==> src/common/bus_pkg.sv <==
// cpu bus types
// 68000 word address, i/o read-port vector, palette select,
// coin inputs and the status word seen by the sub cpu

package bus_pkg;

    // 68000 word address, a0 not on the bus
    typedef logic [23:1] cpu_addr_t;

    // read-port selects, one hot while a port is addressed
    typedef logic [2:0] io_rd_t;

    localparam int rd_cab = 0;   // cabinet i/o
    localparam int rd_sys = 1;   // system i/o
    localparam int rd_dip = 2;   // dip switches

    // palette select, only the low bank is mapped
    typedef logic [1:0] pal_sel_t;

    localparam int pal_lo = 0;   // first palette bank

    // coin inputs, one bit per slot
    typedef logic [1:0] coin_t;

    // sub cpu status word
    // bits 1:0 stay zero
    typedef logic [5:0] status_t;

    localparam int st_service = 5;   // service switch
    localparam int st_coin_hi = 4;   // coin 2
    localparam int st_coin_lo = 3;   // coin 1
    localparam int st_sec2    = 2;   // sec2 input

endpackage

==> src/common/map_pkg.sv <==
// address map codes
// area, sub-region and offset codes of the fixed map,
// the protection window codes and the scrambler bank type

package map_pkg;

    // scrambler bank, picks one of four slot tables
    typedef logic [1:0] map_bank_t;

    // high area, addr[21:20]
    localparam logic [1:0] area_rom = 2'd0;   // program rom
    localparam logic [1:0] area_io  = 2'd3;   // fixed i/o area

    // scramble window, addr[21:18]
    localparam logic [3:0] scr_window = 4'd9;   // 0x24'0000

    // sub-regions of area 3, addr[19:14]
    localparam logic [5:0] sub_sysram = 6'd1;   // 0x30'4000
    localparam logic [5:0] sub_pal    = 6'd4;   // 0x31'0000
    localparam logic [5:0] sub_io     = 6'd5;   // 0x31'4000
    localparam logic [5:0] sub_prot   = 6'd7;   // 0x31'c000

    // offsets inside the i/o sub-region, addr[3:1]
    localparam logic [2:0] ofs_snd  = 3'd0;   // sound latch request
    localparam logic [2:0] ofs_prio = 3'd1;   // priority register
    localparam logic [2:0] ofs_dip  = 3'd4;
    localparam logic [2:0] ofs_cab  = 3'd5;
    localparam logic [2:0] ofs_sys  = 3'd6;

    // text layer and object blocks, addr[16:14]
    localparam logic [2:0] blk_txt = 3'd0;   // 0x30'0000
    localparam logic [2:0] blk_obj = 3'd2;   // 0x30'8000

    // text layer registers, addr[12:11]
    localparam logic [1:0] txt_ofs_mode  = 2'd0;
    localparam logic [1:0] txt_ofs_shift = 2'd1;
    localparam logic [1:0] txt_ofs_map   = 2'd2;

    // window slots, addr[15:13]
    localparam logic [2:0] slot_cnt_up = 3'd2;   // read steps the counter
    localparam logic [2:0] slot_clr    = 3'd5;   // write clears it

endpackage

==> src/common/layer_sel_if.sv <==
// layer select bundle
// mode, shift and map selects of the background and
// foreground tilemap chips, as routed by the scrambler

`timescale 1ns/1ps

interface layer_sel_if;

    logic bg_mode;    // background control regs
    logic bg_shift;   // background scroll
    logic bg_map;     // background tile ram
    logic fg_mode;
    logic fg_shift;
    logic fg_map;

    // scrambler side
    modport producer (
        output bg_mode, bg_shift, bg_map,
        output fg_mode, fg_shift, fg_map
    );

    // merge side
    modport consumer (
        input bg_mode, bg_shift, bg_map,
        input fg_mode, fg_shift, fg_map
    );

endinterface

==> src/decoder/fixed_map_decoder.sv <==
// fixed address decoder
// chip selects for every region whose location does not
// depend on the protection bank: rom, ram, palette, i/o,
// sound, priority, objects and the text layer chip
// all selects are combinational and low while as_n is high

`timescale 1ns/1ps

module fixed_map_decoder import bus_pkg::*, map_pkg::*; #(
    parameter int rom_banks = 8   // 64 KB rom blocks decoded
) (
    input  cpu_addr_t addr,
    input  logic      as_n,
    input  logic      rnw,
    output logic      rom_cs,
    output logic      sysram_cs,
    output pal_sel_t  pal_cs,
    output logic      snd_req,
    output logic      prio_cs,
    output io_rd_t    io_rd,
    output logic      prot_cs,
    output logic      obj_cs,
    output logic      txt_mode,
    output logic      txt_shift,
    output logic      txt_map
);

    // one extra bit so that 16 blocks still compare
    localparam logic [4:0] rom_lim = 5'(rom_banks);

    logic rom_area;   // area 0
    logic io_area;    // area 3
    logic txt_hit;    // text layer chip block

    assign rom_area = !as_n && addr[21:20] == area_rom;
    assign io_area  = !as_n && addr[21:20] == area_io;

    // not every socket is fitted, only the low blocks answer
    assign rom_cs = rom_area && rnw && {1'b0, addr[19:16]} < rom_lim;

    // text layer and objects, partial decode like the board
    assign txt_hit   = io_area && addr[16:14] == blk_txt;
    assign txt_mode  = txt_hit && addr[12:11] == txt_ofs_mode;
    assign txt_shift = txt_hit && addr[12:11] == txt_ofs_shift;
    assign txt_map   = txt_hit && addr[12:11] == txt_ofs_map;
    assign obj_cs    = io_area && addr[16:14] == blk_obj;   // object ram

    always_comb begin
        sysram_cs = 1'b0;
        pal_cs    = '0;   // bit 1 never decoded
        snd_req   = 1'b0;
        prio_cs   = 1'b0;
        io_rd     = '0;
        prot_cs   = 1'b0;
        if (io_area) begin
            case (addr[19:14])
                sub_sysram: sysram_cs = 1'b1;
                sub_pal:    pal_cs[pal_lo] = 1'b1;
                sub_io: begin
                    // port bank, word offsets
                    case (addr[3:1])
                        ofs_snd:  snd_req = 1'b1;
                        ofs_prio: prio_cs = 1'b1;
                        ofs_dip:  io_rd[rd_dip] = 1'b1;
                        ofs_cab:  io_rd[rd_cab] = 1'b1;
                        ofs_sys:  io_rd[rd_sys] = 1'b1;
                        default: ;   // unmapped ports
                    endcase
                end
                sub_prot:   prot_cs = 1'b1;   // protection area
                default: ;
            endcase
        end
    end

endmodule

==> src/decoder/bank_scramble.sv <==
// protection scrambler
// reads of one window slot step a 2-bit counter and writes
// to another clear it. the count, latched while the bus is
// idle, picks which slot reaches which bg/fg register

`timescale 1ns/1ps

module bank_scramble import bus_pkg::*, map_pkg::*; (
    input  logic      clk,
    input  logic      rst,
    input  cpu_addr_t addr,
    input  logic      as_n,
    input  logic      rnw,
    output logic      cnt_up,
    output logic      cnt_clr,
    layer_sel_if.producer layers
);

    map_bank_t  cnt;         // protection counter
    map_bank_t  bank;        // counter copy used for decode
    logic       cnt_up_l;    // last cycle's count-up select
    logic       cnt_clr_l;
    logic       in_win;      // inside 0x24'0000 window
    logic [2:0] slot;

    assign in_win  = !as_n && addr[21:18] == scr_window;
    assign slot    = addr[15:13];
    assign cnt_up  = in_win && slot == slot_cnt_up && rnw;    // read only
    assign cnt_clr = in_win && slot == slot_clr && !rnw;      // write only

    always_ff @(posedge clk or posedge rst) begin
        if (rst) begin
            cnt       <= '0;
            bank      <= '0;
            cnt_up_l  <= 1'b0;
            cnt_clr_l <= 1'b0;
        end else begin
            cnt_up_l  <= cnt_up;
            cnt_clr_l <= cnt_clr;
            // act on select edges, held cycles count once
            if (cnt_clr && !cnt_clr_l)
                cnt <= '0;   // clear wins
            else if (cnt_up && !cnt_up_l)
                cnt <= cnt + 2'd1;
            if (as_n)
                bank <= cnt;   // only moves between bus cycles
        end
    end

    // slot to register tables
    always_comb begin
        layers.bg_mode  = 1'b0;
        layers.bg_shift = 1'b0;
        layers.bg_map   = 1'b0;
        layers.fg_mode  = 1'b0;
        layers.fg_shift = 1'b0;
        layers.fg_map   = 1'b0;
        if (in_win) begin
            case (bank)
                2'd0: begin
                    // plain layout, all six registers visible
                    layers.bg_mode  = slot == 3'd0;
                    layers.bg_shift = slot == 3'd1;
                    layers.bg_map   = slot == 3'd3;
                    layers.fg_mode  = slot == 3'd4;
                    layers.fg_shift = slot == 3'd6;
                    layers.fg_map   = slot == 3'd7;
                end
                2'd1: begin
                    layers.fg_map = slot == 3'd4;
                    layers.bg_map = slot == 3'd6;
                end
                2'd2: begin
                    layers.bg_map = slot == 3'd0;
                    layers.fg_map = slot == 3'd1 || slot == 3'd7;   // two aliases
                end
                default: begin   // bank 3
                    layers.fg_map = slot == 3'd0;
                    layers.bg_map = slot == 3'd4;
                end
            endcase
        end
    end

endmodule

==> src/decoder/select_merge.sv <==
// select merge
// collects the scrambled layer selects and the text layer
// selects, forms the display summary, makes the per-frame
// object copy and vint clear strobes from vblank edges and
// builds the sub cpu status word

`timescale 1ns/1ps

module select_merge import bus_pkg::*; (
    input  logic    clk,
    input  logic    rst,
    layer_sel_if.consumer layers,
    input  logic    txt_mode,
    input  logic    txt_shift,
    input  logic    txt_map,
    input  logic    lvbl,       // low during vblank
    input  logic    sec2,
    input  logic    service,
    input  coin_t   coin,
    output logic    bg_mode,
    output logic    bg_shift,
    output logic    bg_map,
    output logic    fg_mode,
    output logic    fg_shift,
    output logic    fg_map,
    output logic    txt_mode_cs,
    output logic    disp_cs,
    output logic    obj_copy,
    output logic    vint_clr,
    output status_t status
);

    logic lvbl_l;   // lvbl one clock ago

    always_ff @(posedge clk or posedge rst) begin
        if (rst)
            lvbl_l <= 1'b0;
        else
            lvbl_l <= lvbl;
    end

    // once per frame, no cpu register behind it
    assign obj_copy = !lvbl && lvbl_l;   // vblank starts
    assign vint_clr = lvbl && !lvbl_l;   // vblank ends

    assign bg_mode     = layers.bg_mode;
    assign bg_shift    = layers.bg_shift;
    assign bg_map      = layers.bg_map;
    assign fg_mode     = layers.fg_mode;
    assign fg_shift    = layers.fg_shift;
    assign fg_map      = layers.fg_map;
    assign txt_mode_cs = txt_mode;

    // any tile ram or scroll access of the three chips
    assign disp_cs = |{layers.bg_map, layers.fg_map, txt_map,
                       layers.bg_shift, layers.fg_shift, txt_shift};

    always_comb begin
        status                        = '0;   // bits 1:0 stay low
        status[st_service]            = service;
        status[st_coin_hi:st_coin_lo] = coin;
        status[st_sec2]               = sec2;
    end

endmodule

==> src/design/cpu_map_top.sv <==
// cpu address map top
// main 68000 decoder of the three-tilemap board: fixed map
// decode, protection scrambler and the merge of both into
// display, strobe and status outputs

`timescale 1ns/1ps

module cpu_map_top import bus_pkg::*; #(
    parameter int rom_banks = 8
) (
    input  logic      clk,
    input  logic      rst,
    input  cpu_addr_t addr,
    input  logic      as_n,
    input  logic      rnw,
    input  logic      lvbl,
    input  logic      sec2,
    input  logic      service,
    input  coin_t     coin,
    output logic      rom_cs,
    output logic      sysram_cs,
    output pal_sel_t  pal_cs,
    output logic      snd_req,
    output logic      prio_cs,
    output io_rd_t    io_rd,
    output logic      prot_cs,
    output logic      obj_cs,
    output logic      cnt_up,
    output logic      cnt_clr,
    output logic      bg_mode,
    output logic      bg_shift,
    output logic      bg_map,
    output logic      fg_mode,
    output logic      fg_shift,
    output logic      fg_map,
    output logic      txt_mode_cs,
    output logic      disp_cs,
    output logic      obj_copy,
    output logic      vint_clr,
    output status_t   status
);

    logic txt_mode;    // text chip selects, fixed decode
    logic txt_shift;
    logic txt_map;

    layer_sel_if layers ();   // scrambled bg/fg selects

    fixed_map_decoder #(.rom_banks(rom_banks)) u_fixed (
        .addr, .as_n, .rnw,
        .rom_cs, .sysram_cs, .pal_cs, .snd_req, .prio_cs,
        .io_rd, .prot_cs, .obj_cs,
        .txt_mode, .txt_shift, .txt_map
    );

    bank_scramble u_scramble (
        .clk, .rst, .addr, .as_n, .rnw,
        .cnt_up, .cnt_clr,
        .layers (layers.producer)
    );

    select_merge u_merge (
        .clk, .rst,
        .layers (layers.consumer),
        .txt_mode, .txt_shift, .txt_map,
        .lvbl, .sec2, .service, .coin,
        .bg_mode, .bg_shift, .bg_map, .fg_mode, .fg_shift, .fg_map,
        .txt_mode_cs, .disp_cs, .obj_copy, .vint_clr, .status
    );

endmodule

==> config.mk <==
export PLATFORM = sky130hd
export DESIGN_NAME = cpu_map_top
export DESIGN_NICKNAME = d
export VERILOG_FILES = /design/src/common/bus_pkg.sv /design/src/common/map_pkg.sv /design/src/common/layer_sel_if.sv /design/src/decoder/fixed_map_decoder.sv /design/src/decoder/bank_scramble.sv /design/src/decoder/select_merge.sv /design/src/design/cpu_map_top.sv
export SDC_FILE = /design/constraint.sdc
export NUM_CORES = 1
export LEC_CHECK = 0
export BUFFER_PORTS_ARGS = -buffer_cell sky130_fd_sc_hd__buf_2
export CAP_MARGIN = 5
export CORE_MARGIN = 8
export CORE_UTILIZATION = 39
export DETAILED_ROUTE_END_ITERATION = 6
export PLACE_DENSITY = 0.85
export SLEW_MARGIN = 20
export SYNTH_ARGS = -nofsm -noshare
export SYNTH_HDL_FRONTEND = slang
export SYNTH_HIERARCHICAL = 1
export SYNTH_SLANG_ARGS = --single-unit
export TNS_END_PERCENT = 30
==> constraint.sdc <==
create_clock -name clk -period 2.35 [get_ports clk]
set_input_delay 0.47 -clock clk [delete_from_list [all_inputs] [get_ports clk]]
set_output_delay 0.47 -clock clk [all_outputs]
set_load 0.03 [all_outputs]
==> key figures, run 1 <==
Logic synthesis
  • Synth area leaders: dfrtp_1, buf_4, nor4_1, nor3_1, nand4bb_4
  • Yosys reg bits: 7
  • Post-synthesis area per instance: 8.25 um2
  • Register area share after synthesis: approximately 22%
  • Most used DFF post-synth: dfrtp_1
  • Cell Area, Synth: ~790 um2
  • Largest family of logic cells by synthesized area: simple AND/OR/NAND/NOR gates
  • Post-synthesis async set-or-reset flop share: 100%
  • Synth Area in Compound Gates: about 4.6%
  • Simple-gate share of the synthesized area: between 40% and 50%
  • Multiplexer share of the synthesized area: 2.84%
  • Xor and xnor area share after synthesis: under 10%
  • Adder-Cell Fraction of Synth Area: 0%
  • Mapped Cells: between 90 and 100
  • Share of the synthesized area in the top cell type: between 20% and 30%
  • Post-synth EDFFs: 0
  • Yosys warning total: 6
  • Top cell type by total area after synthesis: dfrtp_1
  • Synth unique cells: 36

Place
  • Dpl hpwl: 1.81 mm
  • Place WS: -12.9 ps
  • Cells after DPL: roughly 150
  • Port bufs: 40
  • GPL Wtd Cong: roughly 0.73

Clock network
  • Clk root buf: clkbuf_4
  • Number of CTS-inserted buffers: 3
  • Clock Latency Late Sink: 250 ps
  • CTS tree: built
  • Clock buffer depth: 2
  • Clk pin slew, worst setup/hold paths: 50 ps
  • Post-CTS Hold Buffers: 0
  • Clk sink count: 7
  • H-tree levels: 1

Global routing
  • Total GRT Usage: about 11%
  • Vias in the first global route: a little under 800
  • Largest net degree at the start of global routing: 11
  • GR Overflow Total: 0
  • First-pass GRT wire length: between 3 and 4 mm
  • Initial antenna violation count: 0

Detailed routing
  • DR WL/cell: 14.0 um
  • Initial DRT Pass Iterations: 6
  • Vias post-DR: just over 800
  • Initial drt markers: 15
  • Remaining antenna violation count: 0
  • DRC errors left: 0
  • DR vias/cell: 5.11
  • DRT Wirelength: approximately 2.2 mm

Timing
  • Crit path setup slack, layout: about 81 ps
  • Final Max Tran Viols: 0
  • Max Clk Rate: 441 MHz
  • Setup-failing EPs final: 0
  • Fin crit share: approximately 97%
  • Final hold viol count: 0
  • Sum Neg Setup Slack: 0 ps
  • RSZ-0062 raised after global routing: false
  • Skew final: between 0.8 and 0.9 ps
  • Tmin final: roughly 2300 ps

Critical path
  • Critical Path Source Type: input port
  • Worst Path Required: between 1500 and 2000 ps
  • CP arrival: roughly 1800 ps
  • Capturing point of the worst reg2reg path: u_scramble/cnt[1]$_DFFE_PP0P_
  • Worst r2r src: u_scramble/cnt_up_l$_DFF_PP0_
  • Reg2reg setup slack: between 900 and 1000 ps
  • Crit path max fanout: 3
  • FF-to-FF path depth: 3
  • Critical path class: in2out
  • CP Capture Type: primary output

Finish
  • Final net count: ~170
  • Non-filler cells, final: 160
  • Number of fill cells: between 150 and 200
  • Share of layout cells above drive strength 1: 51.9%
  • N_diodes: 0
  • Layout area overhead: 30.6%

Hold path
  • HP Class: in2async

Status
  • Status: finished, final reports clean

Floorplanning
  • Starting Density: roughly 41%
  • Die width: between 60 and 70 um
  • I/O pin count: ~60
  • # rows: 16
  • Core Region: around 0.0019 mm2
  • Die area: 0.00373 mm2
  • Die Y-Extent: slightly above 60 um

Power
  • Comb pwr share: about a third
  • Power Total: 373 uW
  • Sw Share: 30.9%
  • Flop pwr share: about 37%
  • VDD IR max: 0.291 mV
  • PD cells: roughly 360 mW/mm2
  • Clock power share: roughly 28%
  • Psw: between 100 and 150 uW
  • Internal: between 200 and 300 uW
  • Pleak: between 0.4 and 0.5 nW

Flow run
  • Max-cap viol count: 0
-- metal layers --
layer	wire, um	global-route usage (%)	part of all wire (%)
met3	323	3.34	14
met5	0	0	0
met1	874	12.2	39
met2	1030	19.7	46
met4	19	4.98	0.85
-- stage by stage --
step           util (%)  cell area, um2  hold WS [ps]
2_1_floorplan         -             796           199
3_3_place_gp       48.9             950           313
3_5_place_dp       48.9             950           317
4_1_cts            52.3            1020          48.3
5_1_grt            53.3            1030          66.4
6_report           53.3            1030          59.0
-- state kept, by name (all words and copies together), names as in the netlist --
name                  count
u_scramble/bank           2
u_scramble/cnt            2
u_merge/lvbl_l            1
u_scramble/cnt_clr_l      1
u_scramble/cnt_up_l       1
-- layout by cell type, fill, tap and decap left out, types with 2 or more instances in the layout --
| cell | count |
|---|---|
| or3_1 | 2 |
| nor4b_1 | 3 |
| nor2b_1 | 2 |
| nor2_1 | 6 |
| mux2_2 | 2 |
| buf_2 | 39 |
| or4b_4 | 3 |
| nor4_2 | 3 |
| nand4bb_1 | 2 |
| buf_4 | 10 |
| dfrtp_1 | 6 |
| clkbuf_4 | 3 |
| a21oi_1 | 2 |
| nand2_1 | 4 |
| or2_2 | 2 |
| xnor2_1 | 2 |
| nor4_1 | 5 |
| conb_1 | 3 |
| nand3b_1 | 2 |
| inv_1 | 5 |
| nor3_1 | 8 |
-- cell usage after synthesis (2+ instances only) --
master,instances
nor2_1,7
or2_2,2
or4b_2,2
nand4bb_1,2
dfrtp_1,7
nand2_1,4
or3_1,2
o21ai_0,2
a21oi_1,2
buf_4,15
conb_1,2
nand3b_1,2
inv_1,5
nor3_1,8
nor4_1,8
mux2_2,2
nor4b_1,3
nor2b_1,2
xnor2_1,2
-- worst max-delay path: stages --
cell and delay [ps]:
buf_2 110, and4bb_2 310, nand2b_1 70, or3_1 400, nor2_2 160, nor4_2 60
nand2_1 90, buf_6 130
-- layout make-up --
type,instances,area (um2),area share (%)
repair buffers,50,282,27.2
clock buffers,4,26.3,2.54
inverters,5,18.8,1.81
multi-input cells,67,498,48.1
flip-flops and latches,7,176,17.0
well taps,27,33.8,3.26
-- power by group through the flow --
stage	Combinational [mW]	Clock, mW	Sequential, mW
4_1_cts	0.127	0.110	0.137
2_1_floorplan	0.0857	0	0.140
3_5_place_dp	0.110	0	0.143
5_1_grt	0.141	0.117	0.139
6_report	0.131	0.105	0.137
3_3_place_gp	0.106	0	0.142
-- worst max-delay path by stage --
stage,slack (ps),start,endpoint,cells after the start
after CTS,10,u_scramble/bank[1]$_DFFE_PP0P_,disp_cs,8
after global placement,9,addr[13],disp_cs,8
after detailed placement,-10,addr[13],disp_cs,8
final,80,as_n,disp_cs,8
after global routing,1,as_n,disp_cs,8
after floorplan,-200,addr[14],io_rd[1],3
-- cells by family after synthesis --
logic type             count (synthesis)
AO/OA/AOI/OAI                          6
multiplexers                           2
XOR/XNOR                               3
other                                  2
flip-flops                             7
AND/OR/NAND/NOR                       53
buffers and inverters                 23
-- what timing repair did --
action / CTS / global route
gates resized for setup: 6 / 4
pin swaps: 4 / 2
buffers inserted: 3 / 0
endpoints found under the setup margin: 1 / 3
hold endpoints to repair: 0 / 0
(Power assumes the default switching activity.)
==> run 2: changes to the inputs <==
--- a/config.mk
+++ b/config.mk
@@ -11,6 +11,7 @@
 export CORE_UTILIZATION = 39
 export DETAILED_ROUTE_END_ITERATION = 6
 export PLACE_DENSITY = 0.85
+export SETUP_SLACK_MARGIN = 0.3
 export SLEW_MARGIN = 20
 export SYNTH_ARGS = -nofsm -noshare
 export SYNTH_HDL_FRONTEND = slang
==> key figures, run 2 (same netlist as run 1, synthesis figures left out) <==
Detailed routing
  • DRT Wirelength: roughly 2.4 mm
  • DR WL/cell: ~15 um
  • Initial DRT Pass Iterations: 4
  • Initial drt markers: 27
  • Vias post-DR: around 840
  • Remaining antenna violation count: 0
  • DR vias/cell: around 5.4
  • DRC errors left: 0

Finish
  • Layout area overhead: 37.6%
  • Share of layout cells above drive strength 1: a little over half
  • Commonest non-fill, non-tap cell in the layout: buf_2
  • Top flop regs: u_scramble/bank x2, u_scramble/cnt x2
  • Design area: roughly 0.0011 mm2
  • Number of fill cells: between 150 and 200
  • Most frequent cells in the layout: buf_2, buf_4, nor3_1
  • Final net count: about 160
  • N_diodes: 0

Timing
  • Tmin final: 2260 ps
  • RSZ-0062 raised after global routing: true
  • Fin crit share: 96.2%
  • Worst hold slack: 61.4 ps
  • Final Max Tran Viols: 0
  • Max Clk Rate: between 400 and 500 MHz
  • Skew final: about 3.6 ps
  • Final hold viol count: 0
  • Setup-failing EPs final: 0
  • Sum Neg Setup Slack: 0 ps

Floorplanning
  • Die Y-Extent: ~61 um
  • Starting Density: about 41%
  • I/O pin count: between 60 and 70
  • Die width: roughly 60 um
  • # rows: 16
  • Die area: ~0.0037 mm2
  • Core Region: ~0.0019 mm2

Power
  • Power Total: ~370 uW
  • Clock power share: 27.8%
  • Comb pwr share: around a third
  • Pleak: 0.493 nW
  • Flop pwr share: between 30 and 40%
  • PD cells: between 300 and 400 mW/mm2
  • Internal: approximately 250 uW
  • Psw: 120 uW
  • VDD IR max: 0.312 mV
  • Sw Share: 32.1%

Status
  • Status: finished, final reports clean

Global routing
  • First-pass GRT wire length: roughly 3.7 mm
  • Vias in the first global route: 870
  • GR Overflow Total: 0
  • Initial antenna violation count: 0
  • Largest net degree at the start of global routing: 9
  • Total GRT Usage: between 10 and 15%

Clock network
  • Clk sink count: 7
  • Post-CTS Hold Buffers: 0
  • Number of CTS-inserted buffers: 3
  • Clock buffer depth: 2
  • Clk pin slew, worst setup/hold paths: around 50 ps
  • CTS tree: built
  • Clk root buf: clkbuf_4
  • H-tree levels: 1
  • Clock Latency Late Sink: roughly 240 ps

Critical path
  • Crit path max fanout: 4
  • CP max-delay cell: or3_4
  • CP arrival: roughly 1800 ps
  • Worst path depth: 8
  • Critical path class: in2out
  • Worst path cell trace: buf_2, and4bb_2, nand2b_1, or3_4, nor2_2, nor4_2, nand2_1, buf_6
  • Buf+Inv Stages, Crit Path: 2
  • CP Capture Type: primary output
  • Critical Path Source Type: input port
  • CP top delay family: simple AND/OR/NAND/NOR gates
  • FF-to-FF path depth: 3
  • Max incr delay on CP: 350 ps
  • Worst Path Required: ~1900 ps

Place
  • Dpl hpwl: between 1.5 and 2 mm
  • GPL Wtd Cong: between 0.8 and 0.9
  • Placed Area: 951 um2
  • Port bufs: 40

Hold path
  • HP Class: in2async

Flow run
  • Max-cap viol count: 0
[run 2: worst paths after layout]
| path | from | to | slack (ps) |
|---|---|---|---|
| max | addr[19] | disp_cs | 90 |
| min | rst | u_merge/lvbl_l$_DFF_PP0_ | 60 |
| max reg2reg | u_scramble/cnt_up_l$_DFF_PP0_ | u_scramble/cnt[1]$_DFFE_PP0P_ | 920 |
| min reg2reg | u_scramble/cnt[0]$_DFFE_PP0P_ | u_scramble/bank[0]$_DFFE_PP0P_ | 520 |
| max in group asynchronous | rst | u_scramble/bank[0]$_DFFE_PP0P_ | 2010 |
| min in group clk | lvbl | u_merge/lvbl_l$_DFF_PP0_ | 350 |
[run 2: final cells by class]
cell class | count | area, um2 | area share (%)
clock buffer | 4 | 26.3 | 2.41
inverter | 5 | 18.8 | 1.72
multi-input combinational | 67 | 568 | 52.1
sequential | 7 | 176 | 16.2
tap | 27 | 33.8 | 3.10
timing repair buffer | 45 | 267 | 24.5
[run 2: worst register-to-register path, delay by kind of cell, from the launching register on]
family | cells | cell delay, ps
compound gates | 1 | 160
flops | 1 | 360
simple gates | 2 | 830
[run 2: timing repair]
action	CTS	global route
setup endpoints to repair	16	17
pin swaps	6	7
setup buffers	1	0
endpoints found under the hold margin	0	0
gates resized for setup	5	22
[run 2: per-stage QoR]
| step | worst slack [ps] | utilization [%] | cells |
|---|---|---|---|
| global placement | 106 | 49.0 | 150 |
| CTS | 145 | 51.4 | 155 |
| finish | 89.9 | 56.1 | 155 |
| global route | -11.8 | 56.1 | 155 |
| detailed placement | 104 | 49.0 | 150 |
| floorplan | 56.1 | - | 97 |
[run 2: routing by layer]
metal  vias up  track usage [%]  wire, um
li1        394                -         -
met1       394             12.7       852
met2        47             22.8      1140
met3         4             4.18       362
met4         0             5.32        12
met5         -                0         0
[run 2: power groups by stage]
stage	Sequential (mW)	Clock (mW)	Combinational, mW
global route	0.146	0.122	0.137
floorplan	0.141	0	0.0906
finish	0.144	0.104	0.126
global placement	0.142	0	0.104
detailed placement	0.143	0	0.109
CTS	0.142	0.109	0.115
==> run 3: changes to the inputs <==
--- a/config.mk
+++ b/config.mk
@@ -8,9 +8,9 @@
 export BUFFER_PORTS_ARGS = -buffer_cell sky130_fd_sc_hd__buf_2
 export CAP_MARGIN = 5
 export CORE_MARGIN = 8
-export CORE_UTILIZATION = 39
+export CORE_UTILIZATION = 35
 export DETAILED_ROUTE_END_ITERATION = 6
-export PLACE_DENSITY = 0.85
+export PLACE_DENSITY = 0.81
 export SETUP_SLACK_MARGIN = 0.3
 export SLEW_MARGIN = 20
 export SYNTH_ARGS = -nofsm -noshare
==> constraint.sdc (replaced) <==
create_clock -name clk -period 1.9 [get_ports clk]
set_input_delay 0.38 -clock clk [delete_from_list [all_inputs] [get_ports clk]]
set_output_delay 0.38 -clock clk [all_outputs]
set_load 0.03 [all_outputs]
==> key figures, run 3 (same netlist as run 1, synthesis figures left out) <==
Detailed routing
  • Remaining antenna violation count: 0
  • DR WL/cell: between 15 and 20 um
  • DR vias/cell: around 5.2
  • DRC errors left: 0
  • Initial DRT Pass Iterations: 4
  • Initial drt markers: 24
  • DRT Wirelength: 2.97 mm
  • Vias post-DR: around 910

Finish
  • Commonest non-fill, non-tap cell in the layout: buf_4
  • Non-filler cells, final: 173
  • Most frequent cells in the layout: buf_4, buf_6, buf_2
  • N_diodes: 0
  • Layout area overhead: 80.7%
  • Top flop regs: u_scramble/bank x2, u_scramble/cnt x2
  • Share of layout cells above drive strength 1: between 70% and 80%
  • Final net count: 178

Timing
  • Skew final: between 10 and 15 ps
  • Final Max Tran Viols: 0
  • Max Clk Rate: 446 MHz
  • Setup-failing EPs final: 9
  • RSZ-0062 raised after global routing: true
  • Fin crit share: 118%
  • Worst slew pin tran: 524 ps
  • Final hold viol count: 0
  • Slew HR: 64.7%
  • Crit path setup slack, layout: -341 ps
  • Tmin final: about 2200 ps

Power
  • PD cells: ~370 mW/mm2
  • Power Total: about 520 uW
  • Clock power share: between 20% and 30%
  • Internal: 346 uW
  • VDD IR max: around 0.58 mV
  • Flop pwr share: approximately a third
  • Comb pwr share: 41.0%
  • Pleak: around 0.64 nW
  • Sw Share: 34.2%
  • Psw: between 150 and 200 uW

Critical path
  • Critical Path Source Type: flip-flop
  • CP Capture Type: primary output
  • FF-to-FF path depth: 3
  • Worst r2r src: u_scramble/cnt_up_l$_DFF_PP0_
  • Critical path class: reg2out
  • CP arrival: between 1500 and 2000 ps
  • Reg2reg setup slack: between 400 and 500 ps
  • Crit path max fanout: 6
  • Capturing point of the worst reg2reg path: u_scramble/cnt[1]$_DFFE_PP0P_
  • Critical Path Start: u_scramble/bank[0]$_DFFE_PP0P_
  • Worst Path Required: approximately 1500 ps
  • Critical Path End: disp_cs

Hold path
  • HP Class: in2reg
  • Hold depth: 1

Clock network
  • Clock Latency Late Sink: about 250 ps
  • CTS tree: built
  • Clk root buf: clkbuf_4
  • H-tree levels: 1
  • Clock buffer depth: 2
  • Clk pin slew, worst setup/hold paths: 60 ps
  • Number of CTS-inserted buffers: 3
  • Clk sink count: 7

Status
  • Status: finished, violations left
  • Failing checks: negative setup slack

Global routing
  • Total GRT Usage: between 10% and 20%
  • First-pass GRT wire length: approximately 4.5 mm
  • GR Overflow Total: 0
  • Initial antenna violation count: 0
  • Largest net degree at the start of global routing: 13
  • Vias in the first global route: ~970

Place
  • Dpl hpwl: around 2.1 mm
  • GPL Wtd Cong: about 0.88
  • Port bufs: 40
  • Cells after DPL: ~170

Floorplanning
  • I/O pin count: 61
  • Die Y-Extent: between 60 and 70 um
  • Die area: 0.00404 mm2
  • Starting Density: between 30% and 40%
  • # rows: 17
  • Die width: 63.6 um
  • Core Region: between 0.002 and 0.0025 mm2

Flow run
  • Max-cap viol count: 0
run 3: cell types whose count changed in the layout (fill, tap and decap cells not counted), moves of 4 or more:
cell	change
buf_2	-16
buf_4	+16
buf_6	+16
nor3_1	-7
nor3_2	+4
run 3: per-stage QoR:
stage	setup WS, ps	hold WS [ps]	area (um2)	TNS (ps)	utilization [%]
3_5_place_dp	-193	230	1120	-1190	51.7
3_3_place_gp	-149	224	1120	-694	51.7
5_1_grt	-431	262	1430	-1640	66.0
4_1_cts	-251	260	1320	-1060	60.8
6_report	-341	274	1430	-1110	66.0
2_1_floorplan	-27.6	109	902	-35.0	-
run 3: worst min-delay path by stage:
stage,end,startpoint,slack (ps)
6_report,u_merge/lvbl_l$_DFF_PP0_,lvbl,270
5_1_grt,u_merge/lvbl_l$_DFF_PP0_,lvbl,260
4_1_cts,u_merge/lvbl_l$_DFF_PP0_,lvbl,260
3_5_place_dp,u_merge/lvbl_l$_DFF_PP0_,rst,230
3_3_place_gp,u_merge/lvbl_l$_DFF_PP0_,rst,220
2_1_floorplan,u_merge/lvbl_l$_DFF_PP0_,rst,110
run 3: power groups by stage:
stage / clock network (mW) / logic [mW] / registers, mW
finish: 0.133 / 0.215 / 0.177
global route: 0.150 / 0.227 / 0.179
CTS: 0.139 / 0.190 / 0.175
detailed placement: 0 / 0.167 / 0.176
global placement: 0 / 0.158 / 0.175
floorplan: 0 / 0.118 / 0.174
run 3: cell type report:
cell class	instances	area (um2)
clock buffers	4	26.3
inverters	5	18.8
fillers	169	738
well taps	28	35.0
multi-input cells	67	677
flip-flops and latches	7	178
repair buffers	62	497
run 3: timing repair:
item / in CTS / in global routing
cloned: 0 / 0
hold buffers: 1 / 0
setup buffers: 1 / 2
hold endpoints to repair: 1 / 0
resized for setup: 44 / 25
endpoints found under the setup margin: 21 / 22
pin swaps: 12 / 16
run 3: metal layers:
metal  part of all wire [%]  global-route usage (%)
met5                      0                       0
met4                   0.98                    1.95
met3                    7.4                    5.30
met2                     56                    26.9
met1                     35                    11.6
run 3: critical path, stage by stage, from the launching register on:
cell and delay [ps]:
dfrtp_2 440, buf_4 160, xnor2_1 210, nor4b_2 80, a21oi_2 120, nor2_2 70, nor4_2 240, nand2_1 120
buf_6 150
